`src/hdl/memctl_pkg.sv`:
```
// ======================================================================
// Memory controller shared types
// ======================================================================
`default_nettype none

package memctl_pkg;

	// APB address width
	localparam int ADDR_W = 24;
	// Byte lanes on the widest memory bus
	localparam int LANES = 8;

	// Region select sits in the top two address bits
	localparam int REGION_HI = ADDR_W - 1;
	localparam int REGION_LO = ADDR_W - 2;
	// DRAM row runs from here down to ROW_LSB
	localparam int ROW_MSB = REGION_LO - 1;

	// Address space, in the order of paddr[23:22]
	typedef enum logic [1:0] {
		REG_DRAM,
		REG_ROM,
		REG_IO,
		REG_NONE
	} region_t;

	// Physical data width of a region
	typedef enum logic [1:0] {
		MW_8,
		MW_16,
		MW_32,
		MW_64
	} mem_width_t;

	// APB transfer size
	typedef enum logic [1:0] {
		SZ_BYTE,
		SZ_HALF,
		SZ_WORD,
		SZ_DWORD
	} xfer_size_t;

	// Cycle sequencer FSM
	typedef enum logic [2:0] {
		ST_IDLE,
		ST_PRECHARGE,
		ST_RAS,
		ST_CAS,
		ST_ROM,
		ST_IO,
		ST_DONE
	} seq_state_t;

	// One bit per byte lane
	typedef logic [LANES-1:0] lane_mask_t;

	// Strobe requests, issued one clock ahead of the pins
	typedef struct packed {
		region_t region;
		logic ras;
		logic cas;
		logic rom_sel;
		logic io_sel;
		logic wr;
		logic rd;
		logic mux;
	} cycle_phase_t;

	// Memory control pins, all strobes active low
	typedef struct packed {
		logic ras_l;
		logic cas_l;
		logic rom_cs_l;
		logic io_cs_l;
		logic addr_mux;
		lane_mask_t we_l;
		lane_mask_t oe_l;
	} mem_pins_t;

endpackage

`default_nettype wire

```
`src/hdl/lane_decoder.sv`:
```
// ======================================================================
// Byte lane decoder
// ======================================================================
`timescale 1ns/100ps
`default_nettype none

module lane_decoder import memctl_pkg::*; (
	input wire [ADDR_W-1:0] paddr,
	input xfer_size_t psize,
	output lane_mask_t lanes
);

	lane_mask_t size_mask;
	logic [2:0] base;

	// Lane count and start lane per size
	// Start lane is the byte address aligned down to the size
	always_comb begin
		case (psize)
			SZ_BYTE: begin
				size_mask = 8'h01;
				base = paddr[2:0];
			end
			SZ_HALF: begin
				size_mask = 8'h03;
				base = {paddr[2:1], 1'b0};
			end
			SZ_WORD: begin
				size_mask = 8'h0f;
				base = {paddr[2], 2'b00};
			end
			default: begin
				// Dword covers the whole bus
				size_mask = 8'hff;
				base = 3'd0;
			end
		endcase
	end

	// Aligned start keeps the run inside the eight lanes
	assign lanes = size_mask << base;

endmodule

`default_nettype wire

```
`config.mk`:
```
export PLATFORM = sky130hd
export DESIGN_NAME = lane_decoder
export DESIGN_NICKNAME = d
export VERILOG_FILES = /design/src/hdl/memctl_pkg.sv /design/src/hdl/lane_decoder.sv
export SDC_FILE = /design/constraint.sdc
export NUM_CORES = 1
export LEC_CHECK = 0
export BUFFER_PORTS_ARGS = -buffer_cell sky130_fd_sc_hd__buf_2
export CORE_AREA = 2 2 39 41
export DETAILED_ROUTE_END_ITERATION = 10
export DIE_AREA = 0 0 41 43
export GPL_TIMING_DRIVEN = 0
export SETUP_SLACK_MARGIN = 0.4
export SYNTH_ARGS = -nofsm -noshare
export SYNTH_HDL_FRONTEND = slang
export SYNTH_SLANG_ARGS = --single-unit
```
`constraint.sdc`:
```
create_clock -name vclk -period 0.8
set_input_delay 0.16 -clock vclk [all_inputs]
set_output_delay 0.16 -clock vclk [all_outputs]
set_load 0.01 [all_outputs]
```
After elaboration in Yosys (flattened, before gate mapping)
Cells that the tools add are included.
{"block": "totals", "reg_bits": 0, "inputBits": 26}
{"block": "op_classes", "n_mux": 2, "shift": 1, "reduce_logical": 1, "eq_ne": 2}
{"operator": "$pmux W8 S3", "count": 1}
{"operator": "$pmux W3 S3", "count": 1}
{"operator": "$shl A8 B3 Y8", "count": 1}
{"operator": "$eq A2 B1 Y1 const B", "count": 1}
{"operator": "$eq A2 B2 Y1 const B", "count": 1}
{"operator": "$logic_not A2 Y1", "count": 1}

Longest topological paths before layout
{"block": "logic_depth", "ltp_word": 3, "mapped_depth": 2, "ltp_nobuf": 2}

Least setup slack after synthesis
OpenSTA, ideal clock, no wires.
{"block": "synth_path", "path_kind": "input -> output", "startpoint": "in paddr[0]", "endpoint": "out lanes[0]", "arrival_ns": 0.676, "path_buffers": 0, "path_slack_ns": -0.036, "stages": 2, "cell_sequence": "nor2b_1 -> o311ai_1"}
{"block": "synth_between", "elab_chain_len": 2}
{"element": "start, declared", "line_no": "lane_decoder.sv:8", "text": "input wire [ADDR_W-1:0] paddr,"}
{"element": "$pmux W3 S3", "line_no": "lane_decoder.sv:19", "text": "case (psize)"}
{"element": "$shl A8 B3 Y8", "line_no": "lane_decoder.sv:41", "text": "assign lanes = size_mask << base;"}
{"element": "end, declared", "line_no": "lane_decoder.sv:10", "text": "output lane_mask_t lanes"}
No other way between the ends.

Final worst setup path
{"block": "layout_path", "startpoint": "in paddr[0]", "endpoint": "out lanes[2]"}
Same word-level chain as after synthesis.

==> impl_metrics.tcl <==
set metrics [dict create \
    powerDensity_nw_per_um2 663 \
    place_ws_ps -323 \
    hpwl_um 443 \
    worst-path-max-fanout 4 \
    irDropWorstVdd_uv 251 \
    layout.cells.most_common "buf_2" \
    initial_core_util_pct 6.96 \
    drc 0 \
    grt_pass1_vias 175 \
    hold_viol 0 \
    relSlewSlack_pct 83.6 \
    dieHeight_um 43 \
    fin_nets 57 \
    status "complete, but fails checks" \
    netlist_area_um2 96.3 \
    critPathCaptureType "primary output" \
    grt_max_degree 9 \
    worst_setup_path_start_kind "input pin" \
    cts_setup_buffers 0 \
    violations "setup timing" \
    p_leak_nw 0.142 \
    antenna_found_initial 0 \
    wl_um 486 \
    path_class "in -> out" \
    layout-drive-gt1-share_pct 89.7 \
    syn_nets 42 \
    met3_usage_pct 1.57 \
    fin_ws_ps -122 \
    first_pass_iters 4 \
    whs_ps 654 \
    finalCriticalPeriod_ps 922 \
    grt_pass1_wl_um 745 \
    use_met1_pct 8.23 \
    min_path_type "in -> out" \
    grt_setup_unrepaired "yes" \
    dpl-instance-area_um2 310 \
    syn2layout_area_growth_pct 281 \
    n_antenna_cell 0 \
    die_width_um 41 \
    register_area_um2 0 \
    final_antenna_net_count 0 \
    yosysUniqueCellTypes 9 \
    rows 14 \
    pin_count 34 \
    most-common-layout-cells "8 x buf_2, 3 x o311ai_4" \
    dieArea_um2 1760 \
    design_area_um2 367 \
    cap_violations 0 \
    busiest_layer "met1" \
    fp.coreArea_um2 1380 \
    syn_area_per_cell_um2 6.02 \
    grtUsageMet2_pct 8.13 \
    timing.final.crit_share_pct 115 \
    drt_iter0_markers 2 \
    crit_path_end "lanes[2]" \
    numPortBuffers 13 \
    vias 184 \
    setup_viol 8 \
    grt_usage_pct 5.49 \
    layout.filler_cells 150 \
    wl_per_cell_um 10.8 \
    nClkBuffers 0 \
    tightest_slew_ps 245 \
    overflow 0 \
    gp_congestion 0.551 \
    fmax_mhz 1080 \
    synth_cells 16 \
    crit_start "paddr[0]" \
    seq_cells 0 \
    critical_path_required_ps 640 \
    slew_violations 0 \
    arrival_ps 760 \
    synth_warnings 0 \
    final_util_pct 26.5 \
    via_per_inst 4.09 \
    ys_seq_area_share_pct 0 \
]
-- worst min-delay path by stage --
stage,startpoint,to,slack (ps),cells past startpoint
6_report,psize[0],lanes[5],650,4
5_1_grt,psize[0],lanes[5],670,4
4_1_cts,psize[0],lanes[5],650,4
3_5_place_dp,paddr[0],lanes[7],740,4
3_3_place_gp,paddr[0],lanes[5],730,4
2_1_floorplan,paddr[1],lanes[0],390,1
-- per-stage QoR --
step / TNS, ps / std cells / total power, mW
CTS: -867 / 45 / 0.244
global placement: -2030 / 45 / 0.210
detailed placement: -2140 / 45 / 0.213
finish: -719 / 45 / 0.243
global route: -888 / 45 / 0.260
floorplan: 0 / 16 / 0.125
-- cell type report --
cell class,count,area (um2),area share [%]
Inverter,1,16.3,4.44
Tap cell,16,20.0,5.46
Multi-Input combinational cell,15,209,57.0
Timing Repair Buffer,13,121,33.1
-- critical path: stages --
cell      delay, ps
buf_8           100
nor2b_4         140
o311ai_2        200
buf_2           170
-- cell usage after synthesis --
cell type  number  share of area [%]
nand2_1         2                7.8
nand2b_1        1                6.5
inv_2           1                3.9
o21ai_1         3                 16
nand2b_2        1                9.1
o311ai_1        4                 36
nor2_1          1                3.9
nor2b_1         1                6.5
o21ai_0         2                 10
-- what timing repair did --
item / in CTS / in global routing
pin swaps: 3 / 3
resized for setup: 14 / 1
hold buffers: 0 / 0
hold endpoints to repair: 0 / 0
endpoints found under the setup margin: 8 / 8
-- where the power goes --
part           leakage (nW)  internal, mW  switching (mW)
clock                     0             0               0
combinational         0.142         0.124           0.119
sequential                0             0               0
-- cell families after synthesis --
kind of cell           count (synthesis)  share of synthesized area (%)
AOI/OAI and AO/OA                      9                           62.3
and+or+nand+nor                        6                           33.8
buffers and inverters                  1                           3.89
-- routing by layer --
metal,vias up,routed length [um]
li1,92,-
met1,79,216
met2,13,197
met3,0,72
met4,0,0
met5,-,0
(Power assumes the default switching activity.)
