## src/hdl/memctl_pkg.sv

```systemverilog
// ======================================================================
// Memory controller shared types
// ======================================================================
`default_nettype none

package memctl_pkg;

	// APB address width
	localparam int ADDR_W = 24;
	// Byte lanes on the widest memory bus
	localparam int LANES = 8;

	// Region select sits in the top two address bits
	localparam int REGION_HI = ADDR_W - 1;
	localparam int REGION_LO = ADDR_W - 2;
	// DRAM row runs from here down to ROW_LSB
	localparam int ROW_MSB = REGION_LO - 1;

	// Address space, in the order of paddr[23:22]
	typedef enum logic [1:0] {
		REG_DRAM,
		REG_ROM,
		REG_IO,
		REG_NONE
	} region_t;

	// Physical data width of a region
	typedef enum logic [1:0] {
		MW_8,
		MW_16,
		MW_32,
		MW_64
	} mem_width_t;

	// APB transfer size
	typedef enum logic [1:0] {
		SZ_BYTE,
		SZ_HALF,
		SZ_WORD,
		SZ_DWORD
	} xfer_size_t;

	// Cycle sequencer FSM
	typedef enum logic [2:0] {
		ST_IDLE,
		ST_PRECHARGE,
		ST_RAS,
		ST_CAS,
		ST_ROM,
		ST_IO,
		ST_DONE
	} seq_state_t;

	// One bit per byte lane
	typedef logic [LANES-1:0] lane_mask_t;

	// Strobe requests, issued one clock ahead of the pins
	typedef struct packed {
		region_t region;
		logic ras;
		logic cas;
		logic rom_sel;
		logic io_sel;
		logic wr;
		logic rd;
		logic mux;
	} cycle_phase_t;

	// Memory control pins, all strobes active low
	typedef struct packed {
		logic ras_l;
		logic cas_l;
		logic rom_cs_l;
		logic io_cs_l;
		logic addr_mux;
		lane_mask_t we_l;
		lane_mask_t oe_l;
	} mem_pins_t;

endpackage

`default_nettype wire

```

## src/hdl/strobe_gen.sv

```systemverilog
// ======================================================================
// Memory strobe generator
// ======================================================================
`timescale 1ns/100ps
`default_nettype none

module strobe_gen import memctl_pkg::*; #(
	parameter mem_width_t DRAM_WIDTH = MW_64,
	parameter mem_width_t ROM_WIDTH = MW_16,
	parameter mem_width_t IO_WIDTH = MW_8
) (
	input wire sys_clk,
	input wire resetl,
	input cycle_phase_t phase,
	input lane_mask_t lanes,
	output mem_pins_t mem_pins
);

	// Lane j lands on physical lane j modulo the bus width in bytes
	function automatic lane_mask_t fold_lanes(input lane_mask_t in_lanes, input mem_width_t w);
		lane_mask_t folded;
		int w_bytes;
		folded = '0;
		w_bytes = 1 << w;
		for (int j = 0; j < LANES; j++) begin
			if (in_lanes[j]) begin
				folded[j % w_bytes] = 1'b1;
			end
		end
		return folded;
	endfunction

	mem_width_t region_width;
	lane_mask_t bus_lanes;

	always_comb begin
		case (phase.region)
			REG_DRAM: region_width = DRAM_WIDTH;
			REG_ROM: region_width = ROM_WIDTH;
			REG_IO: region_width = IO_WIDTH;
			default: region_width = MW_8;
		endcase
	end

	// Lanes above the width never get set
	assign bus_lanes = fold_lanes(lanes, region_width);

	// Pins lag phase by one clock
	always_ff @(posedge sys_clk) begin
		if (!resetl) begin
			mem_pins <= '{ras_l: 1'b1, cas_l: 1'b1, rom_cs_l: 1'b1, io_cs_l: 1'b1,
				addr_mux: 1'b0, we_l: '1, oe_l: '1};
		end else begin
			mem_pins.ras_l <= !phase.ras;
			mem_pins.cas_l <= !phase.cas;
			mem_pins.rom_cs_l <= !phase.rom_sel;
			mem_pins.io_cs_l <= !phase.io_sel;
			mem_pins.addr_mux <= phase.mux;
			mem_pins.we_l <= phase.wr ? ~bus_lanes : '1;
			mem_pins.oe_l <= phase.rd ? ~bus_lanes : '1;
		end
	end

endmodule

`default_nettype wire

```

## config.mk

```make
export PLATFORM = sky130hd
export DESIGN_NAME = strobe_gen
export DESIGN_NICKNAME = d
export VERILOG_FILES = /design/src/hdl/memctl_pkg.sv /design/src/hdl/strobe_gen.sv
export SDC_FILE = /design/constraint.sdc
export NUM_CORES = 1
export LEC_CHECK = 0
export BUFFER_PORTS_ARGS = -buffer_cell sky130_fd_sc_hd__buf_2
export CAP_MARGIN = 15
export CELL_PAD_IN_SITES_DETAIL_PLACEMENT = 0
export CELL_PAD_IN_SITES_GLOBAL_PLACEMENT = 2
export CORE_MARGIN = 2
export CORE_UTILIZATION = 23
export DETAILED_ROUTE_END_ITERATION = 12
export GPL_ROUTABILITY_DRIVEN = 0
export GPL_TIMING_DRIVEN = 0
export PLACE_DENSITY = 0.8
export SLEW_MARGIN = 15
export SYNTH_ARGS = -nofsm -noshare
export SYNTH_HDL_FRONTEND = slang
export SYNTH_SLANG_ARGS = --single-unit
```

## constraint.sdc

```tcl
create_clock -name sys_clk -period 1.6 [get_ports sys_clk]
set_clock_uncertainty 0.15 [all_clocks]
set_input_delay 0.08 -clock sys_clk [delete_from_list [all_inputs] [get_ports sys_clk]]
set_output_delay 0.08 -clock sys_clk [all_outputs]
set_load 0.1 [all_outputs]
```

Word-level counts from Yosys, hierarchy flattened

Cells that the tools add are included.

Bits in registers: 21
Bits of input ports: 19

Divide/modulo/power cells: 8
Magnitude comparators: 16
Eq/ne operators: 1
Shift-type cells: 1
Mux-type cells: 25
Bitwise logic cells: 8
Reduce and logical (&&, ||, !) cells: 15

Operators with widths:

| operator                | count |
|---|---|
| $ge A32 B1 Y1 const B   | 8 |
| $lt A32 B5 Y1 const B   | 8 |
| $mod A4 B32 Y32 const A | 4 |
| $mod A3 B32 Y32 const A | 2 |
| $mux W8                 | 8 |
| $or A8 B8 Y8            | 7 |
| $mod A1 B32 Y32 const A | 1 |
| $mod A2 B32 Y32 const A | 1 |
| $shl A1 B2 Y32 const A  | 1 |
| $demux W1 S3            | 8 |
| $logic_and A1 B1 Y1     | 8 |
| $mux W1                 | 8 |
| $not A8 Y8              | 1 |
| $logic_not A1 Y1        | 4 |
| $pmux W2 S2             | 1 |
| $reduce_and A2 Y1       | 2 |
| $eq A2 B1 Y1 const B    | 1 |
| $logic_not A2 Y1        | 1 |

Depth between registers and ports, before layout

Depth in word-level cells: 24
Depth in mapped cells: 7
Mapped depth without buffers: 6

Worst setup path after synthesis

Ideal clock, no wire load.

Kind: in2reg
Start: in phase[7] (netlist bit)
End: reg mem_pins[15] (netlist bit)
Setup time: 0.125 ns
Data arrival time: 1.216 ns
Required time: 1.325 ns
Setup slack: 0.109 ns
Stages on the path: 6
Buffers on the path: 1
Path through: or2_1 buf_6 ha_1 nand2b_1 o32ai_1 nand2_1

Word-level cells in the longest chain between the ends: 24
Elaborated cells on any way between the ends: 68
Classes of those cells: div: 8; order compare: 16; eq/ne: 1; shift: 1; mux: 25; bitwise: 8; reduce/logical: 9

Ends and longest elaborated chain:

| element                                                              | line             | RTL |
|---|---|---|
| from (decl)                                                          | strobe_gen.sv:14 | `input cycle_phase_t phase,` |
| $eq A2 B1 Y1 or $logic_not A2 Y1 (tied branches)                     | strobe_gen.sv:37 | `case (phase.region)` |
| $pmux W2 S2 (*)                                                      | strobe_gen.sv:37 |  |
| $shl A1 B2 Y32 (*)                                                   | strobe_gen.sv:24 | `w_bytes = 1 << w;` |
| $mod A1 B32 Y32                                                      | strobe_gen.sv:27 | `folded[j % w_bytes] = 1'b1;` |
| $ge A32 B1 Y1 (not written as such) or $lt A32 B5 Y1 (tied branches) | strobe_gen.sv:27 |  |
| $logic_and A1 B1 Y1 (not written as such)                            | strobe_gen.sv:27 |  |
| $mux W1 (not written as such)                                        | strobe_gen.sv:27 |  |
| $demux W1 S3                                                         | strobe_gen.sv:27 |  |
| (+8 left out)                                                        | -                |  |
| $mux W8                                                              | strobe_gen.sv:26 | `if (in_lanes[j]) begin` |
| $or A8 B8 Y8 (no source line)                                        | -                |  |
| $mux W8                                                              | strobe_gen.sv:26 |  |
| $or A8 B8 Y8 (no source line)                                        | -                |  |
| $mux W8                                                              | strobe_gen.sv:26 |  |
| $or A8 B8 Y8 (no source line)                                        | -                |  |
| $mux W8 (*)                                                          | strobe_gen.sv:26 |  |
| $not A8 Y8 (*)                                                       | strobe_gen.sv:59 | `mem_pins.we_l <= phase.wr ? ~bus_lanes : '1;` |
| to (signal assigned)                                                 | strobe_gen.sv:51 | `mem_pins <= '{ras_l: 1'b1, cas_l: 1'b1, rom_cs_l: 1'b1, io_cs_l: 1'b1,` |
| to (decl)                                                            | strobe_gen.sv:16 | `output mem_pins_t mem_pins` |

Mark *: on every way between the ends. The rest lies on a longest branch, timed or not.
A chain may end at the register's enable or synchronous reset.

Final worst setup path

Start: in phase[7] (netlist bit)
End: reg mem_pins[6] (netlist bit)

Word-level cells in the longest chain between the ends: 24
Elaborated cells on any way between the ends: 68
Classes of those cells: div: 8; order compare: 16; eq/ne: 1; shift: 1; mux: 25; bitwise: 8; reduce/logical: 9

Ends and longest elaborated chain:

| element                                                              | line             | RTL |
|---|---|---|
| $eq A2 B1 Y1 or $logic_not A2 Y1 (tied branches)                     | strobe_gen.sv:37 |  |
| $pmux W2 S2 (*)                                                      | strobe_gen.sv:37 |  |
| $shl A1 B2 Y32 (*)                                                   | strobe_gen.sv:24 |  |
| $mod A1 B32 Y32                                                      | strobe_gen.sv:27 |  |
| $ge A32 B1 Y1 (not written as such) or $lt A32 B5 Y1 (tied branches) | strobe_gen.sv:27 |  |
| $logic_and A1 B1 Y1 (not written as such)                            | strobe_gen.sv:27 |  |
| $mux W1 (not written as such)                                        | strobe_gen.sv:27 |  |
| $demux W1 S3                                                         | strobe_gen.sv:27 |  |
| (+8 left out)                                                        | -                |  |
| $mux W8                                                              | strobe_gen.sv:26 |  |
| $or A8 B8 Y8 (no source line)                                        | -                |  |
| $mux W8                                                              | strobe_gen.sv:26 |  |
| $or A8 B8 Y8 (no source line)                                        | -                |  |
| $mux W8                                                              | strobe_gen.sv:26 |  |
| $or A8 B8 Y8 (no source line)                                        | -                |  |
| $mux W8 (*)                                                          | strobe_gen.sv:26 |  |
| $not A8 Y8 (*)                                                       | strobe_gen.sv:60 | `mem_pins.oe_l <= phase.rd ? ~bus_lanes : '1;` |

Marks and branches as above.

==> metrics.yaml <==
grt:
  grt_usage: 0.0936
  grt_pass1_vias: 620
  antenna_found_initial: 0
  grt_overflow: 0
  grt_pass1_wl_mm: 2.55
  grt_max_degree: 12
layout:
  nFillCells: 326
  area_delta_synth_final_pct: 59.8
  regMostFlops: "mem_pins"
  reg_top3: "mem_pins (21)"
  final_cells: 180
  drive_gt1_frac: 0.360
  largest_reg_flops: 21
  fin_nets: 159
  diodes: 0
setup_path:
  end_kind: "flop"
  crit_type: "primary input to flop"
  path_max_fanout: 7
  cp.required_ns: 1.62
  start_kind: "primary input"
  critPathArrivalTime_ns: 1.46
cts:
  clockBufferDepth: 2
  clockRootBuffer: "clkbuf_4"
  post_cts_resized: 0
  htree_levels: 1
  clkTransAtPathRegs_ns: 0.11
  cts_tree: "done"
  cts_buffers: 3
  clock_sinks: 21
synth:
  synth_top_area_frac: 0.563
  synthFlopType: "dfxtp_1"
  synthesis.area_per_instance_um2: 9.83
  yosys_register_bits: 21
  synth_edf_count: 0
  syn-instance-count: 76
  ys_seq_area_frac: 0.563
  syn_nets: 98
  netlist-cell-type-count: 20
  synth_area_leaders: "dfxtp_1, nand2_1, ha_1"
  ys_warn_count: 0
  syn-cell-area_um2: 747
  synthArstFlopShare: 0
  yosys.area.top_type: "dfxtp_1"
timing:
  timing.final.ws_setup_ns: 0.165
  period_share: 0.897
  final_hold_viol_count: 0
  min_period_ns: 1.44
  setup_viol: 0
  rsz0062_at_grt: "false"
  worst_pin_slew_ns: 0.484
  timing.hold.ws_ns: 0.0143
  relSlewSlack: 0.675
  fmax_ghz: 0.697
  maxSlewViolCount: 0
placed_design:
  io_buffers: 39
  hpwl_mm: 1.32
  place_ws_ns: -0.155
  placed_cells: 159
floorplanning:
  die-area_mm2: 0.00372
  die-width_um: 61.0
  rows: 20
  ios: 40
  fp.dieH_um: 61.0
  core_area_mm2: 0.00308
  start_util: 0.243
routing:
  drt_iter0_drc: 13
  antenna_left: 0
  drc_errors: 0
  viasPerCell: 3.93
  vias: 707
  routedWlPerCell_um: 9.54
  wirelength_mm: 1.72
  firstDrtPassIters: 4
run_status:
  outcome: "finished clean"
worst_hold_path:
  hold_path_depth: 4
  hold_path_class: "primary input to flop"
pwr:
  total_power_uw: 1060
  leakage_uw: 0.000518
  power.density_mw_per_mm2: 891
  irDropWorstVdd_mv: 0.258
run:
  maxCapViolations: 0
final cells by class:
| cell class | count | area (um2) | area share |
|---|---|---|---|
| multi-input cells | 45 | 277 | 0.232 |
| flip-flops and latches | 21 | 420 | 0.352 |
| well taps | 44 | 55.1 | 0.0461 |
| repair buffers | 56 | 365 | 0.306 |
| clock buffers | 4 | 26.3 | 0.0220 |
| inverters | 7 | 28.8 | 0.0241 |
| plain buffers | 3 | 21.3 | 0.0178 |
cells in the final DEF, fill, tap and decap left out:
master / netlist / routed
buf_2: 2 / 41
dfxtp_1: 21 / 21
dlygate4sd3_1: 0 / 17
nand2_1: 15 / 15
nand3_1: 7 / 7
inv_1: 6 / 6
and2_1: 3 / 3
nand2b_1: 3 / 3
ha_1: 3 / 3
clkbuf_4: 0 / 3
a32o_1: 2 / 2
o221ai_2: 2 / 2
nor2_1: 2 / 2
nor3_1: 2 / 2
or2_1: 1 / 1
buf_6: 1 / 1
inv_4: 1 / 1
or2_2: 1 / 1
nor3b_1: 1 / 1
nor4_1: 1 / 1
o31ai_1: 1 / 1
o32ai_1: 1 / 1
clkbuf_1: 0 / 1
metal layers:
| layer | track usage | vias to the layer above | share of wire |
|---|---|---|---|
| li1 | - | 369 | - |
| met1 | 0.120 | 309 | 0.48 |
| met2 | 0.154 | 25 | 0.45 |
| met3 | 0 | 4 | 0.044 |
| met4 | 0.0652 | 0 | 0.029 |
| met5 | 0 | - | 0 |
what timing repair did:
action,CTS,global route
endpoints found under the hold margin,17,0
hold buffers,17,0
buffers inserted,0,0
endpoints found under the setup margin,0,0
worst max-delay path, stage by stage:
cell	delay, ns
buf_2	0.14
or2_1	0.24
buf_6	0.13
ha_1	0.27
nand2b_1	0.16
o31ai_1	0.32
nand3_1	0.12
logic make-up after synthesis:
family	synth area share
flops	0.563
fa+ha+maj	0.0503
simple gates	0.231
buf+inv	0.0670
compound gates	0.0888
report_power, final:
group / switching [uW] / total [uW] / internal, uW
Combinational: 197 / 279 / 81.5
Sequential: 3.72 / 544 / 541
Clock: 144 / 241 / 97.0
cell usage after synthesis, types with 2 or more instances:
library cell and instances:
dfxtp_1 21, nand2_1 15, nand3_1 7, inv_1 6
and2_1 3, ha_1 3, nand2b_1 3, a32o_1 2
buf_2 2, nor2_1 2, nor3_1 2, o221ai_2 2
metrics by stage:
step	cell area (um2)	setup TNS (ns)	util
floorplan	747	0	-
global placement	997	-0.456	0.324
detailed placement	997	-0.593	0.324
CTS	1190	0	0.388
global route	1190	0	0.388
finish	1190	0	0.388
path summary, 6_finish.rpt:
kind                 start  slack [ns]            to
hold / removal    lanes[6]        0.01  mem_pins[14]
setup / recovery  phase[7]        0.16   mem_pins[6]
Power figures use the tool's default switching activity.
