$ cat src/hdl/memctl_pkg.sv
// ======================================================================
// Memory controller shared types
// ======================================================================
`default_nettype none

package memctl_pkg;

	// APB address width
	localparam int ADDR_W = 24;
	// Byte lanes on the widest memory bus
	localparam int LANES = 8;

	// Region select sits in the top two address bits
	localparam int REGION_HI = ADDR_W - 1;
	localparam int REGION_LO = ADDR_W - 2;
	// DRAM row runs from here down to ROW_LSB
	localparam int ROW_MSB = REGION_LO - 1;

	// Address space, in the order of paddr[23:22]
	typedef enum logic [1:0] {
		REG_DRAM,
		REG_ROM,
		REG_IO,
		REG_NONE
	} region_t;

	// Physical data width of a region
	typedef enum logic [1:0] {
		MW_8,
		MW_16,
		MW_32,
		MW_64
	} mem_width_t;

	// APB transfer size
	typedef enum logic [1:0] {
		SZ_BYTE,
		SZ_HALF,
		SZ_WORD,
		SZ_DWORD
	} xfer_size_t;

	// Cycle sequencer FSM
	typedef enum logic [2:0] {
		ST_IDLE,
		ST_PRECHARGE,
		ST_RAS,
		ST_CAS,
		ST_ROM,
		ST_IO,
		ST_DONE
	} seq_state_t;

	// One bit per byte lane
	typedef logic [LANES-1:0] lane_mask_t;

	// Strobe requests, issued one clock ahead of the pins
	typedef struct packed {
		region_t region;
		logic ras;
		logic cas;
		logic rom_sel;
		logic io_sel;
		logic wr;
		logic rd;
		logic mux;
	} cycle_phase_t;

	// Memory control pins, all strobes active low
	typedef struct packed {
		logic ras_l;
		logic cas_l;
		logic rom_cs_l;
		logic io_cs_l;
		logic addr_mux;
		lane_mask_t we_l;
		lane_mask_t oe_l;
	} mem_pins_t;

endpackage

`default_nettype wire

$ cat src/hdl/wait_counter.sv
// ======================================================================
// Wait state counter
// ======================================================================
`timescale 1ns/100ps
`default_nettype none

module wait_counter (
	input wire sys_clk,
	input wire resetl,
	input wire load,
	input wire [3:0] count,
	input wire hold_l,
	output wire done
);

	logic [3:0] cnt;

	// Load wins over counting
	// Counter parks at zero until the next load
	always_ff @(posedge sys_clk) begin
		if (!resetl) begin
			cnt <= 4'd0;
		end else if (load) begin
			cnt <= count;
		end else if (cnt != 4'd0) begin
			cnt <= cnt - 4'd1;
		end
	end

	// Expired count only finishes the phase once the hold is released
	assign done = (cnt == 4'd0) && hold_l;

endmodule

`default_nettype wire

$ cat src/hdl/mem_sequencer.sv
// ======================================================================
// Memory cycle sequencer
// ======================================================================
`timescale 1ns/100ps
`default_nettype none

module mem_sequencer import memctl_pkg::*; #(
	parameter int T_RP = 2,
	parameter int T_RCD = 2,
	parameter int T_CAS = 2,
	parameter int ROM_WAIT = 3,
	parameter int IO_WAIT = 1,
	parameter int ROW_LSB = 11
) (
	input wire sys_clk,
	input wire resetl,
	input wire psel,
	input wire penable,
	input wire pwrite,
	input wire [ADDR_W-1:0] paddr,
	input wire wait_l,
	output logic pready,
	output logic pslverr,
	output cycle_phase_t phase
);

	// Counter loads are phase length minus one
	localparam logic [3:0] RP_CNT = 4'(T_RP - 1);
	localparam logic [3:0] RCD_CNT = 4'(T_RCD - 1);
	localparam logic [3:0] CAS_CNT = 4'(T_CAS - 1);
	localparam logic [3:0] ROM_CNT = 4'(ROM_WAIT);
	localparam logic [3:0] IO_CNT = 4'(IO_WAIT);

	seq_state_t state;
	seq_state_t state_nxt;
	region_t addr_region;
	region_t cur_region;
	region_t region_nxt;
	logic [ROW_MSB:ROW_LSB] open_row;
	logic row_valid;
	logic page_hit;
	logic row_update;
	logic cnt_load;
	logic [3:0] cnt_value;
	logic cnt_done;
	logic hold_l;
	logic dram_nxt;
	logic data_on;

	assign addr_region = region_t'(paddr[REGION_HI:REGION_LO]);
	assign page_hit = row_valid && (paddr[ROW_MSB:ROW_LSB] == open_row);

	// Region is taken from the address only when a cycle starts
	assign region_nxt = (state == ST_IDLE) ? addr_region : cur_region;

	// External wait only stretches I/O cycles
	assign hold_l = (state == ST_IO) ? wait_l : 1'b1;

	wait_counter u_wait (
		.sys_clk(sys_clk),
		.resetl(resetl),
		.load(cnt_load),
		.count(cnt_value),
		.hold_l(hold_l),
		.done(cnt_done)
	);

	// Next state and phase length
	always_comb begin
		state_nxt = state;
		cnt_load = 1'b0;
		cnt_value = 4'd0;
		row_update = 1'b0;
		case (state)
			ST_IDLE: begin
				// Cycle starts in the APB setup cycle
				if (psel && !penable) begin
					cnt_load = 1'b1;
					case (addr_region)
						REG_DRAM: begin
							if (page_hit) begin
								state_nxt = ST_CAS;
								cnt_value = CAS_CNT;
							end else if (row_valid) begin
								state_nxt = ST_PRECHARGE;
								cnt_value = RP_CNT;
								row_update = 1'b1;
							end else begin
								// No page open yet, so no precharge
								state_nxt = ST_RAS;
								cnt_value = RCD_CNT;
								row_update = 1'b1;
							end
						end
						REG_ROM: begin
							state_nxt = ST_ROM;
							cnt_value = ROM_CNT;
						end
						REG_IO: begin
							state_nxt = ST_IO;
							cnt_value = IO_CNT;
						end
						default: state_nxt = ST_DONE;
					endcase
				end
			end
			ST_PRECHARGE: begin
				if (cnt_done) begin
					state_nxt = ST_RAS;
					cnt_load = 1'b1;
					cnt_value = RCD_CNT;
				end
			end
			ST_RAS: begin
				if (cnt_done) begin
					state_nxt = ST_CAS;
					cnt_load = 1'b1;
					cnt_value = CAS_CNT;
				end
			end
			ST_CAS, ST_ROM, ST_IO: begin
				if (cnt_done) begin
					state_nxt = ST_DONE;
				end
			end
			default: state_nxt = ST_IDLE;
		endcase
	end

	always_ff @(posedge sys_clk) begin
		if (!resetl) begin
			state <= ST_IDLE;
			row_valid <= 1'b0;
		end else begin
			state <= state_nxt;
			if (row_update) begin
				row_valid <= 1'b1;
			end
		end
	end

	// Open row and cycle region
	always_ff @(posedge sys_clk) begin
		if (row_update) begin
			open_row <= paddr[ROW_MSB:ROW_LSB];
		end
		cur_region <= region_nxt;
	end

	// Phase follows next state, strobe_gen registers it
	always_comb begin
		dram_nxt = (region_nxt == REG_DRAM);
		phase.region = region_nxt;
		phase.ras = (state_nxt == ST_RAS) || (state_nxt == ST_CAS) ||
			(state_nxt == ST_DONE && dram_nxt);
		phase.cas = (state_nxt == ST_CAS) || (state_nxt == ST_DONE && dram_nxt);
		phase.mux = phase.cas;
		phase.rom_sel = (region_nxt == REG_ROM) &&
			(state_nxt == ST_ROM || state_nxt == ST_DONE);
		phase.io_sel = (region_nxt == REG_IO) &&
			(state_nxt == ST_IO || state_nxt == ST_DONE);
		// DRAM data only in the done cycle, ROM and I/O throughout
		data_on = phase.rom_sel || phase.io_sel ||
			(dram_nxt && state_nxt == ST_DONE);
		phase.wr = data_on && pwrite;
		phase.rd = data_on && !pwrite;
	end

	assign pready = (state == ST_DONE);
	assign pslverr = (state == ST_DONE) && (cur_region == REG_NONE);

endmodule

`default_nettype wire

$ cat config.mk
export PLATFORM = sky130hd
export DESIGN_NAME = mem_sequencer
export DESIGN_NICKNAME = d
export VERILOG_FILES = /design/src/hdl/memctl_pkg.sv /design/src/hdl/wait_counter.sv /design/src/hdl/mem_sequencer.sv
export SDC_FILE = /design/constraint.sdc
export NUM_CORES = 1
export LEC_CHECK = 0
export BUFFER_PORTS_ARGS = -buffer_cell sky130_fd_sc_hd__buf_2
export CORE_UTILIZATION = 30
export DETAILED_ROUTE_END_ITERATION = 6
export MAX_ROUTING_LAYER = met4
export SYNTH_ARGS = -nofsm -noshare
export SYNTH_HDL_FRONTEND = slang
export SYNTH_SLANG_ARGS = --single-unit
$ cat constraint.sdc
create_clock -name sys_clk -period 3.3 [get_ports sys_clk]
set_clock_uncertainty 0.1 [all_clocks]
set_input_delay 0.66 -clock sys_clk [delete_from_list [all_inputs] [get_ports sys_clk]]
set_output_delay 0.66 -clock sys_clk [all_outputs]
set_load 0.02 [all_outputs]
**Yosys cells after proc, flatten, opt, wreduce, memory -nomap -nowiden**

Cells that the tools add are included.

- Output and inout bits: 11
- Logic and storage cells: 73
- Register bits after elaboration: 21
- Input port bits: 30

- Equal/unequal tests: 17
- Muxes and demuxes: 23
- Add/sub/neg operators: 1
- Reductions and logical operators: 27

Operators with widths:

| kind | number |
|---|---|
| 3-bit equality test, second input constant | 6 |
| 3-bit by 2-bit equality test with 1-bit output, second input constant | 4 |
| 3-bit two-way mux | 4 |
| 3-bit case mux with 4 select lines | 1 |
| 11-bit equality test | 1 |
| 1-bit logical AND | 9 |
| 3-bit case mux with 3 select lines | 1 |
| 1-bit two-way mux | 8 |
| 2-bit two-way mux | 4 |
| 4-bit two-way mux | 2 |
| 2-bit case mux with 2 select lines | 2 |
| 1-bit logical OR | 7 |
| 2-bit equality test, second input constant | 3 |
| 2-bit by 1-bit equality test with 1-bit output, second input constant | 2 |
| 2-bit zero test | 2 |
| 4-bit zero test | 1 |
| 4-bit nonzero test | 1 |
| 2-bit OR reduction | 2 |
| 4-bit by 1-bit subtractor with 4-bit output, second input constant | 1 |
| 3-bit by 1-bit equality test with 1-bit output, second input constant | 1 |
| 3-bit zero test | 1 |
| 3-bit OR reduction | 1 |
| 1-bit zero test | 2 |
| 1-bit case mux with 2 select lines | 1 |
| 2-bit nonzero test | 1 |

**Depth between registers and ports, before layout**

Gate-level depths: netlist (run 1).

- Depth after elaboration: 12
- Gate-level depth with buffers: 9
- Mapped depth without buffers: 7

**Hierarchy**

Synthesis (run 1) repeated with hierarchy kept, for this count alone.

- Cells, all modules: 139
- Area total of the unflattened synthesis: 1410.1 um^2

Modules (own cells, without submodules):

| module | area each (um^2) | cells each | instances |
|---|---|---|---|
| mem_sequencer | 1167.4 | 114 | 1 |
| wait_counter | 242.7 | 25 | 1 |

**Worst setup path after synthesis (run 1)**

No wires, ideal clock.

- Kind: input to output
- From: input paddr[23]
- To: output phase[1] in the netlist's numbering
- Data required time: 2.540 ns
- Stages on the path: 7
- Arrival: 2.286 ns
- Path slack: 0.254 ns
- Path through: inv_1 ha_1 nor2b_1 nand4_1 or4_4 nand3_2 mux2i_1

RTL lines:

| element | RTL line | source |
|---|---|---|
| start, declared | mem_sequencer.sv:20 | `input wire [ADDR_W-1:0] paddr,` |
| end, declared | mem_sequencer.sv:24 | `output cycle_phase_t phase` |

==> metrics.md, run 1 <==
| Metric | Value |
|---|---|
| Clk slew on worst S/H paths | around 0.070 ns |
| Multi-input gate area | between 700 and 800 um2 |
| Overflow left after global routing | 0 |
| Gp weighted congestion | 0.805 |
| Hold Crit Start | cur_region[0]$_DFF_P_ |
| Cell at the slowest stage of the critical path | or4_1 |
| Number of fill cells | about 450 |
| Setup Viol. Count Final | 0 |
| Total Negative Setup Slacks | 0 ns |
| Total power after layout | 1.20 mW |
| Footprint of the flip-flops and latches | 531 um2 |
| Clock Sinks | 21 |
| Tightest Hold Check Type | reg -> reg |
| Transition time of the tightest slew-check pin | ~1.1 ns |
| Sum of routed wire length over all layers | 2.51 mm |
| Std-Cell Core Area | about 4400 um2 |
| Vias | just over 1000 |
| Clock tree root buffer cell | clkbuf_8 |
| Pin count of the biggest net entering global routing | 12 |
| Routed Antenna Nets | 0 |
| NumNets Final | 201 |
| Area Growth Syn to Fin | 19.2% |
| TritonCTS clock tree | done |
| Wire length per cell | between 10 and 15 um |
| Kind of critical path | in -> out |
| Site Rows | 24 |
| Worst Path Buf+Inv | 2 |
| Data required time at the worst endpoint | roughly 2.5 ns |
| Die boundary width | 69.1 um |
| Gate count of the mapped netlist | 130 |
| Ant diodes | 0 |
| Die height | around 69 um |
| Die area | roughly 4800 um2 |
| Data arrival at the endpoint of the critical path | between 2 and 2.5 ns |
| Minimum period implied by the final worst setup slack | 3.13 ns |
| Register area share after synthesis | 0.392 |
| Count of TritonRoute iterations in the first routing pass | 4 |
| Drt initial violations | 14 |
| Outcome | finished clean |
| Number of setup buffers added after CTS | 0 |
| Estimated wirelength of the detail-placed design | approximately 2.0 mm |
| Count of warnings emitted by yosys | 0 |
| CP cell instances | buf_2, xor2_1, or4_1, or4_4, nand3_2, mux2i_1, buf_2 |
| Number of distinct library cells after synthesis | between 40 and 50 |
| Largest fanout on the critical path | 3 |
| Level count of the clock H-tree | 1 |
| Cell Pwr Density | 742 nW/um2 |
| Global-route wire length before repair | between 4 and 5 mm |
| Number of buffers added by the clock tree synthesis step | 3 |
| Max Clock Freq | between 0.3 and 0.4 GHz |
| Category of the worst setup path launch point | input pin |
| Insertion delay to the later sink of the worst-skew pair | between 0.2 and 0.3 ns |
| Largest buffer count on any clock path | 2 |
| Global routing usage summed across all routing layers | 0.114 |
| Post-Synthesis Net Count | around 170 |
| Setup repair after global routing missed its margin | no |
| Vias in the first global route | 981 |
| Portion of the clock cycle consumed by the worst path in the final layout | 0.950 |
| Worst VDD drop | roughly 270 uV |
| Final hold violations | 0 |
| CP max stage delay | ~0.51 ns |
| Most repeated library cell on the critical path | buf_2 |
| Slew Limit Fails | 0 |
| Crit-path leading delay family | simple AND/OR/NAND/NOR gates |
| Remaining design rule violation count | 0 |
| Initial antenna violation count | 0 |
| Effective utilization at floorplan | 0.311 |
| Critical Path Source | paddr[11] |
| Startpoint of the worst register-to-register path | open_row[19]$_DFFE_PP_ |
| I/O pin count | slightly above 40 |
| Register bit count reported by yosys | 21 |
| Lkg Pwr | about 0.67 nW |
| Vias per cell | around 4.6 |
| Synthesized area divided by synthesized cell count | 10.4 um2 |
| Proportion of layout cells with a drive suffix above 1 | 0.333 |
| Max-Slew Margin vs Limit | 0.264 |
| Critical Path Sink Type | output port |
| Post-synth design cell area | 1350 um2 |
| I/O Buffers | 29 |
| Max_cap viols | 0 |
[kinds of logic (layout without fill, tap and decap cells)]
| logic type | after synthesis | in the layout | synth area share |
|---|---|---|---|
| xor gates and xnor gates | 14 | 14 | 0.0907 |
| buffers and inverters | 14 | 49 | 0.0648 |
| DFF | 21 | 21 | 0.392 |
| AOI/OAI and AO/OA | 15 | 15 | 0.0981 |
| muxes | 9 | 9 | 0.0694 |
| and+or+nand+nor | 52 | 52 | 0.239 |
| adders and majority gates | 5 | 5 | 0.0463 |
[tightest hold or removal path, stage by stage, from the launching register on]
cell	delay [ns]
dfxtp_1	0.33
mux2i_1	0.08
inv_1	0.11
[stage by stage]
step / cell area (um2) / worst slack, ns / util / hold slack, ns / instances
finish: 1610 / 0.165 / 0.370 / 0.456 / 217
CTS: 1610 / 0.136 / 0.370 / 0.465 / 217
floorplan: 1350 / 0.254 / - / 0.401 / 130
global route: 1610 / 0.0404 / 0.370 / 0.489 / 217
detailed placement: 1570 / 0.144 / 0.359 / 0.448 / 213
global placement: 1570 / 0.139 / 0.359 / 0.446 / 213
[cell usage in the layout, fill, tap and decap left out, types with 3 or more instances in the layout]
master and instances:
mux2_2 3, nor2b_1 3, nand2_1 11, mux2i_1 6
xor2_1 4, buf_4 8, buf_2 29, inv_1 8
ha_1 5, nand3_1 4, edfxtp_1 11, xnor2_1 10
nand4_1 4, nor2_1 8, clkbuf_8 3, nor3_1 5
dfxtp_1 10
[registers in the layout (all words and copies together) (netlist names)]
name        flops
row_valid       1
open_row       11
cur_region      2
state           3
u_wait.cnt      4
[power breakdown]
group	total (mW)	switching, mW	internal (mW)
combinational	0.638	0.339	0.299
clock	0.162	0.0764	0.0859
sequential	0.397	0.0692	0.327
total	1.20	0.484	0.713
[layer usage]
metal  routed length (um)  global-route usage  vias up
li1                     -                   -      538
met1                 1160               0.129      448
met2                 1210               0.192       18
met3                   96              0.0278        5
met4                   44              0.0476        0
met5                    0                   -        -
[path summary, 6_finish.rpt]
check,slack (ns),depth (start not counted),endpoint
worst max-delay path,0.17,7,phase[1]
worst min-delay path,0.46,2,cur_region[0]$_DFF_P_
worst max register to register,1.03,5,open_row[12]$_DFFE_PP_
worst min register to register,0.46,2,cur_region[0]$_DFF_P_
[area by class of cell]
type                       instances  area share
multi-input combinational         95       0.457
tap                               52      0.0403
clock buffer                       4      0.0279
sequential                        21       0.329
timing repair buffer              37       0.127
inverter                           8      0.0186
[repair_timing]
item	CTS	global route
hold endpoints to repair	0	0
gates resized for setup	0	1
setup endpoints to repair	0	1
hold buffers	0	0
[cell usage after synthesis]
library cell | instances | area share
nor4b_4 | 1 | 0.018
buf_2 | 1 | 0.0037
nand2b_1 | 2 | 0.0092
dfxtp_1 | 10 | 0.15
and2_1 | 2 | 0.0092
nor4b_2 | 1 | 0.011
nor3b_4 | 1 | 0.014
or4_1 | 1 | 0.0056
o21a_1 | 2 | 0.011
xor2_1 | 4 | 0.026
a21oi_1 | 2 | 0.0074
or4_4 | 1 | 0.0083
o221ai_2 | 2 | 0.022
buf_4 | 1 | 0.0056
xnor2_1 | 10 | 0.065
edfxtp_1 | 11 | 0.24
and4_1 | 1 | 0.0065
o211a_1 | 1 | 0.0074
buf_6 | 4 | 0.033
a211o_1 | 1 | 0.0065
o221ai_1 | 1 | 0.0065
and2b_2 | 1 | 0.0065
nand2_1 | 11 | 0.031
nand4_1 | 4 | 0.018
nand3_1 | 4 | 0.015
o221a_2 | 1 | 0.0083
inv_1 | 8 | 0.022
mux2i_1 | 6 | 0.044
a221oi_1 | 2 | 0.013
or3b_2 | 1 | 0.0065
and3_1 | 1 | 0.0046
nand2_2 | 1 | 0.0046
nand3_2 | 1 | 0.0074
mux2_2 | 3 | 0.025
ha_1 | 5 | 0.046
o2bb2ai_1 | 1 | 0.0065
nor4_1 | 1 | 0.0046
a31oi_1 | 2 | 0.0092
nor2_1 | 8 | 0.022
nor2b_1 | 4 | 0.018
nor3_1 | 5 | 0.018
(Power assumes the default switching activity.)
==> run 2, diff against run 1 <==
Settings changed: ABC_AREA from default to 1.
==> run 2 against run 1 <==
Net effect:
- synthesized area down 3.2%
- clock-buffer cell count unchanged
- critical path depth up 7
- die area down 3.1%
- largest cell class unchanged
- highest routed layer unchanged
==> metrics.md, run 2 <==
| Metric | Value |
|---|---|
| Outcome | finished clean |
| Tightest Hold Check Type | reg -> reg |
| Minimum period implied by the final worst setup slack | 2.92 ns (-0.216 ns) |
| Portion of the clock cycle consumed by the worst path in the final layout | 0.885 (-0.0655) |
| Insertion delay to the later sink of the worst-skew pair | 0.25 ns (about the same) |
| Number of distinct library cells after synthesis | 27 (-34%) |
| Std-Cell Core Area | 4090 um2 (-6.1%) |
| Global-route wire length before repair | 3.99 mm (-5.4%) |
| Flip-flop count of the largest register, all copies and words added | 11 (unchanged) |
| Wire length per cell | 9.69 um (-16%) |
| Estimated wirelength of the detail-placed design | 1.96 mm (-3.8%) |
| Count of TritonRoute iterations in the first routing pass | 4 (unchanged) |
| Category of the worst setup path launch point | input pin |
| Cell at the slowest stage of the critical path | ha_1 |
| Worst VDD drop | 267 uV (+0.25%) |
| Most instantiated library cell after synthesis | nand2_1 |
| Top reg by flops | open_row |
| Clock tree root buffer cell | clkbuf_8 |
| I/O Buffers | 29 (unchanged) |
| Routed Antenna Nets | 0 (unchanged) |
| Vias | 1061 (+5.2%) |
| Level count of the clock H-tree | 1 (unchanged) |
| Number of synthesized flops with an enable pin | 11 (unchanged) |
| Ant diodes | 0 (unchanged) |
| Post-Synthesis Net Count | 202 (+22%) |
| Pin count of the biggest net entering global routing | 12 (unchanged) |
| Largest buffer count on any clock path | 2 (unchanged) |
| Post-synth design cell area | 1310 um2 (-3.2%) |
| Most instantiated cells after synthesis | nand2_1, inv_1, edfxtp_1, nor2_1, dfxtp_1 |
| Area post-placement | 1510 um2 (-3.6%) |
| Number of hold buffers added after cts | 0 (unchanged) |
| Final instance area | 1550 um2 (-3.6%) |
| Max_cap viols | 0 (unchanged) |
| Asr flop ratio synth | 0 (unchanged) |
| Drt initial violations | 41 (+27) |
| Sum of routed wire length over all layers | 2.41 mm (-4.0%) |
| Setup Viol. Count Final | 0 (unchanged) |
| Total power after layout | 1.01 mW (-15%) |
| Gp weighted congestion | 0.828 (+2.9%) |
| Commonest non-fill, non-tap cells in the layout | nand2_1, inv_1, buf_2 |
| Final hold violations | 0 (unchanged) |
| Largest fanout on the critical path | 5 (+2) |
| Clk slew on worst S/H paths | 0.07 ns (about the same) |
| Most repeated library cell on the critical path | nand2_1 |
| Gate count of the mapped netlist | 167 (+28%) |
| Remaining design rule violation count | 0 (unchanged) |
| Vias in the first global route | 950 (-3.2%) |
| CP cell instances | buf_2, inv_1, ha_1, nand2_1, o21ai_0, nand2_1, nand3_4, nand2_1, inv_1, nand3_1, nand2_1, nand2_2, a21oi_1, buf_2 |
| Largest registers | open_row: 11 flops, u_wait.cnt: 4 flops, state: 3 flops |
| Synthesized area divided by synthesized cell count | 7.84 um2 (-25%) |
| Die area | 4630 um2 (-3.1%) |
| Lkg Pwr | 0.778 nW (+16%) |
| Data required time at the worst endpoint | 2.54 ns (about the same) |
| Register bit count reported by yosys | 21 (unchanged) |
| Data arrival at the endpoint of the critical path | 2.16 ns (-0.21 ns) |
| Share of the synthesized area in the top cell type | 0.252 (+0.00817) |
| Site Rows | 23 (-4.2%) |
| Clock Sinks | 21 (unchanged) |
| Transition time of the tightest slew-check pin | 0.428 ns (-0.672 ns) |
| Worst R2R Path Depth | 6 (+1) |
| Cell taking the most area after synthesis | edfxtp_1 |
| Critical Path Sink Type | output port |
| Count of warnings emitted by yosys | 0 (unchanged) |
| Kind of critical path | in -> out |
| Post-cts resize count | 0 (unchanged) |
| Total Negative Setup Slacks | 0 ns (unchanged) |
| Area Growth Syn to Fin | 18.7% |
| Cell Pwr Density | 653 nW/um2 (-12%) |
| CP max stage delay | 0.19 ns (-0.32 ns) |
| Leading register cell type out of synthesis | edfxtp_1 |
| WHS | 0.381 ns (-0.0748 ns) |
| Overflow left after global routing | 0 (unchanged) |
| I/O pin count | 41 (unchanged) |
| Max-Slew Margin vs Limit | 0.715 (+0.451) |
| NumNets Final | 235 (+17%) |
| Proportion of layout cells with a drive suffix above 1 | 0.251 (-0.0821) |
| Number of buffers added by the clock tree synthesis step | 3 (unchanged) |
| Hold Path Depth | 2 (unchanged) |
| Die boundary width | 68.1 um (-1.6%) |
| Slew Limit Fails | 0 (unchanged) |
| Register area share after synthesis | 0.405 (+0.0131) |
| Vias per cell | 4.26 (-8.4%) |
| TritonCTS clock tree | done |
| Effective utilization at floorplan | 0.320 (+0.00964) |
| Die height | 68.1 um (-1.6%) |
| Initial antenna violation count | 0 (unchanged) |
| Largest cells by area after synthesis | edfxtp_1, dfxtp_1, nand2_1, inv_1, ha_1 |
| Max Clock Freq | 0.343 GHz (+7.4%) |
| Global routing usage summed across all routing layers | 0.118 (+0.00338) |
| Setup repair after global routing missed its margin | no |
| Commonest non-fill, non-tap cell in the layout | nand2_1 |
| Number of setup buffers added after CTS | 0 (unchanged) |
run 2: layout make-up:
type / count / area [um2]
multi-input cells: 108 / 632
flip-flops and latches: 21 / 531
clock buffers: 4 / 45.0
fillers: 450 / 2530
well taps: 50 / 62.6
inverters: 37 / 139
repair buffers: 29 / 145
run 2: kinds of logic after synthesis:
| group | synth area share |
|---|---|
| buffers and inverters | 0.112 |
| xor gates and xnor gates | 0.0535 |
| and+or+nand+nor | 0.291 |
| AOI/OAI and AO/OA | 0.0908 |
| DFF | 0.405 |
| adders and majority gates | 0.0478 |
run 2: path summary, 6_finish.rpt:
check | startpoint | endpoint | slack [ns]
setup / recovery | paddr[23] | phase[1] | 0.38
hold / removal | row_valid$_SDFFE_PN0P_ | row_valid$_SDFFE_PN0P_ | 0.38
setup reg to reg | state[2]$_SDFF_PN0_ | open_row[17]$_DFFE_PP_ | 1.50
hold reg to reg | row_valid$_SDFFE_PN0P_ | row_valid$_SDFFE_PN0P_ | 0.38
run 2: layer usage:
metal,wire length (um),global-route usage
met1,1240,0.146
met2,1050,0.186
met3,92,0.0217
met4,33,0.0469
met5,0,-
run 2: through the flow:
| step | setup WS, ns | cells | utilization |
|---|---|---|---|
| after global placement | 0.380 | 245 | 0.369 |
| after CTS | 0.382 | 249 | 0.380 |
| final | 0.381 | 249 | 0.380 |
| after detailed placement | 0.384 | 245 | 0.369 |
| after floorplan | 0.365 | 167 | - |
| after global routing | 0.190 | 249 | 0.380 |
run 2: power breakdown:
group | leakage [nW] | total, mW | internal [mW] | switching, mW
combinational | 0.573 | 0.481 | 0.167 | 0.313
sequential | 0.182 | 0.367 | 0.325 | 0.0414
clock | 0.0228 | 0.167 | 0.0859 | 0.0813
total | 0.778 | 1.01 | 0.578 | 0.436
run 2: worst max-delay path: cells and delay by family:
family | cells | cell delay [ns]
buf+inv | 4 | 0.45
compound gates | 2 | 0.28
fa+ha+maj | 1 | 0.19
simple gates | 7 | 0.57
==> run 3, diff against run 2 <==
Settings changed: CORE_UTILIZATION 30 to 50, GPL_TIMING_DRIVEN from default to 0, PLACE_DENSITY from default to 0.78.
==> run 3 against run 2 <==
Net effect:
- critical path depth unchanged
- sequential power about the same
- die area decreased by 39%
- via count increased by 2.0%
- flip-flop and latch count unchanged
- total power decreased by 4.1%
- final area decreased by 2.3%
- combinational power increased by 1%
- fmax decreased by 1.8%
- sequential share of layout area increased by 0.82 points
==> metrics.md, run 3 (synthesis results as in run 2) <==
| Metric | Value |
|---|---|
| Outcome | finished clean |
| Proportion of layout cells with a drive suffix above 1 | 0.255 (+0.00374) |
| Critical Path Sink Type | output port |
| Final instance area | 1520 um2 (-2.3%) |
| Std-Cell Core Area | 2480 um2 (-39%) |
| Internal | 542 uW (-6.2%) |
| Data arrival at the endpoint of the critical path | 2.21 ns (+0.05 ns) |
| Minimum period implied by the final worst setup slack | 2.97 ns (+0.0545 ns) |
| Effective utilization at floorplan | 0.528 (+0.208) |
| Sum of routed wire length over all layers | 2.27 mm (-6.0%) |
| Count of TritonRoute iterations in the first routing pass | 4 (unchanged) |
| Ant diodes | 0 (unchanged) |
| Insertion delay to the later sink of the worst-skew pair | 0.29 ns (+0.04 ns) |
| Share of total power consumed by net switching | 0.442 (+0.0125) |
| Worst VDD drop | 410 uV (+54%) |
| Largest buffer count on any clock path | 2 (unchanged) |
| Routed Antenna Nets | 0 (unchanged) |
| Data required time at the worst endpoint | 2.54 ns (about the same) |
| Area post-placement | 1490 um2 (-1.2%) |
| Largest registers | open_row: 11 flops, u_wait.cnt: 4 flops, state: 3 flops |
| Initial antenna violation count | 0 (unchanged) |
| Gp weighted congestion | 0.810 (-2.3%) |
| Number of setup buffers added after CTS | 0 (unchanged) |
| Commonest non-fill, non-tap cell in the layout | nand2_1 |
| Clock Sinks | 21 (unchanged) |
| Number of hold buffers added after cts | 0 (unchanged) |
| Global-route wire length before repair | 3.65 mm (-8.5%) |
| Final hold violations | 0 (unchanged) |
| CP max stage delay | 0.20 ns (about the same) |
| Vias per cell | 4.70 (+10%) |
| Core Util, Final | 0.613 (+0.232) |
| Cell at the slowest stage of the critical path | ha_1 |
| Die area | 2830 um2 (-39%) |
| Number of buffers added by the clock tree synthesis step | 3 (unchanged) |
| Setup Viol. Count Final | 0 (unchanged) |
| Overflow left after global routing | 0 (unchanged) |
| Area Growth Syn to Fin | 16.0% |
| Portion of the clock cycle consumed by the worst path in the final layout | 0.901 (+0.0165) |
| Global routing usage summed across all routing layers | 0.180 (+0.0628) |
| Share of power burned in combinational logic | 0.501 (+0.027) |
| I/O Buffers | 29 (unchanged) |
| Estimated wirelength of the detail-placed design | 1.92 mm (-2.0%) |
| WHS | 0.394 ns (+0.0136 ns) |
| Largest fanout on the critical path | 4 (-1) |
| Share of total power in the clock network | 0.122 (-0.043) |
| Kind of critical path | in -> out |
| Top reg by flops | open_row |
| NumNets Final | 236 (+0.43%) |
| Flop pwr share | 0.377 (+0.016) |
| Net Switching | 430 uW (-1.3%) |
| Vias | 1082 (+2.0%) |
| CP cell instances | buf_2, inv_1, ha_1, nand2_1, o21ai_0, nand2_1, nand3_4, nand2_1, inv_1, nand3_1, nand2_1, nand2_2, a21oi_1, buf_2 |
| Total Negative Setup Slacks | 0 ns (unchanged) |
| Most repeated library cell on the critical path | nand2_1 |
| Setup repair after global routing missed its margin | no |
| Max_cap viols | 0 (unchanged) |
| Vias in the first global route | 948 (-0.21%) |
| Flip-flop count of the largest register, all copies and words added | 11 (unchanged) |
| Clk slew on worst S/H paths | 0.11 ns (+0.04 ns) |
| Transition time of the tightest slew-check pin | 0.413 ns (-0.0146 ns) |
| Cell Pwr Density | 641 nW/um2 (-1.8%) |
| Wire length per cell | 9.86 um (+1.7%) |
| Post-cts resize count | 0 (unchanged) |
| Die height | 53.2 um (-22%) |
| Remaining design rule violation count | 0 (unchanged) |
| Drt initial violations | 18 (-56%) |
| Commonest non-fill, non-tap cells in the layout | nand2_1, inv_1, buf_2 |
| Clock tree root buffer cell | clkbuf_4 |
| Category of the worst setup path launch point | input pin |
| TritonCTS clock tree | done |
| Die boundary width | 53.2 um (-22%) |
| Slew Limit Fails | 0 (unchanged) |
| Tightest Hold Check Type | reg -> reg |
| Max-Slew Margin vs Limit | 0.724 (+0.00976) |
| Max Clock Freq | 0.336 GHz (-1.8%) |
| Lkg Pwr | 0.775 nW (-0.30%) |
| Site Rows | 18 (-22%) |
| Level count of the clock H-tree | 1 (unchanged) |
| I/O pin count | 41 (unchanged) |
| Pin count of the biggest net entering global routing | 12 (unchanged) |
[run 3: path summary, 6_finish.rpt]
| kind | start | cells past startpoint | slack (ns) | end |
|---|---|---|---|---|
| min | row_valid$_SDFFE_PN0P_ | 2 | 0.39 | row_valid$_SDFFE_PN0P_ |
| max | paddr[22] | 14 | 0.33 | phase[2] |
| max reg2reg | u_wait.cnt[0]$_SDFFE_PN0P_ | 10 | 1.48 | u_wait.cnt[0]$_SDFFE_PN0P_ |
| min reg2reg | row_valid$_SDFFE_PN0P_ | 2 | 0.39 | row_valid$_SDFFE_PN0P_ |
[run 3: metrics by stage]
step	total power [mW]	instances	setup slack, ns
6_report	0.973	230	0.327
5_1_grt	1.06	230	0.0758
4_1_cts	0.982	230	0.334
3_5_place_dp	0.860	226	0.337
3_3_place_gp	0.839	226	0.397
2_1_floorplan	0.746	167	0.365
[run 3: per-layer routing]
layer  global-route usage  up-vias  share of wire
met5                    -        -              0
met4               0.0439        0         0.0049
met3               0.0345        2          0.037
met2                0.319       17           0.49
met1                0.210      471           0.47
li1                     -      592              -
[run 3: critical path, delay by kind of cell]
kind            cells  cell delay, ns
buf+inv             4            0.44
fa+ha+maj           1            0.20
simple gates        7            0.60
compound gates      2            0.30
[run 3: area by class of cell]
type                            instances  area, um2
Clock buffer                            4       26.3
Fill cell                             219        960
Buffer                                  1       7.51
Multi-Input combinational cell        108        632
Tap cell                               30       37.5
Sequential cell                        21        531
Timing Repair Buffer                   29        145
Inverter                               37        139
[run 3: power groups by stage]
stage | clock [mW] | combinational, mW | sequential (mW)
floorplan | 0 | 0.381 | 0.365
global placement | 0 | 0.469 | 0.370
detailed placement | 0 | 0.486 | 0.374
CTS | 0.124 | 0.490 | 0.367
global route | 0.133 | 0.553 | 0.374
finish | 0.119 | 0.487 | 0.367
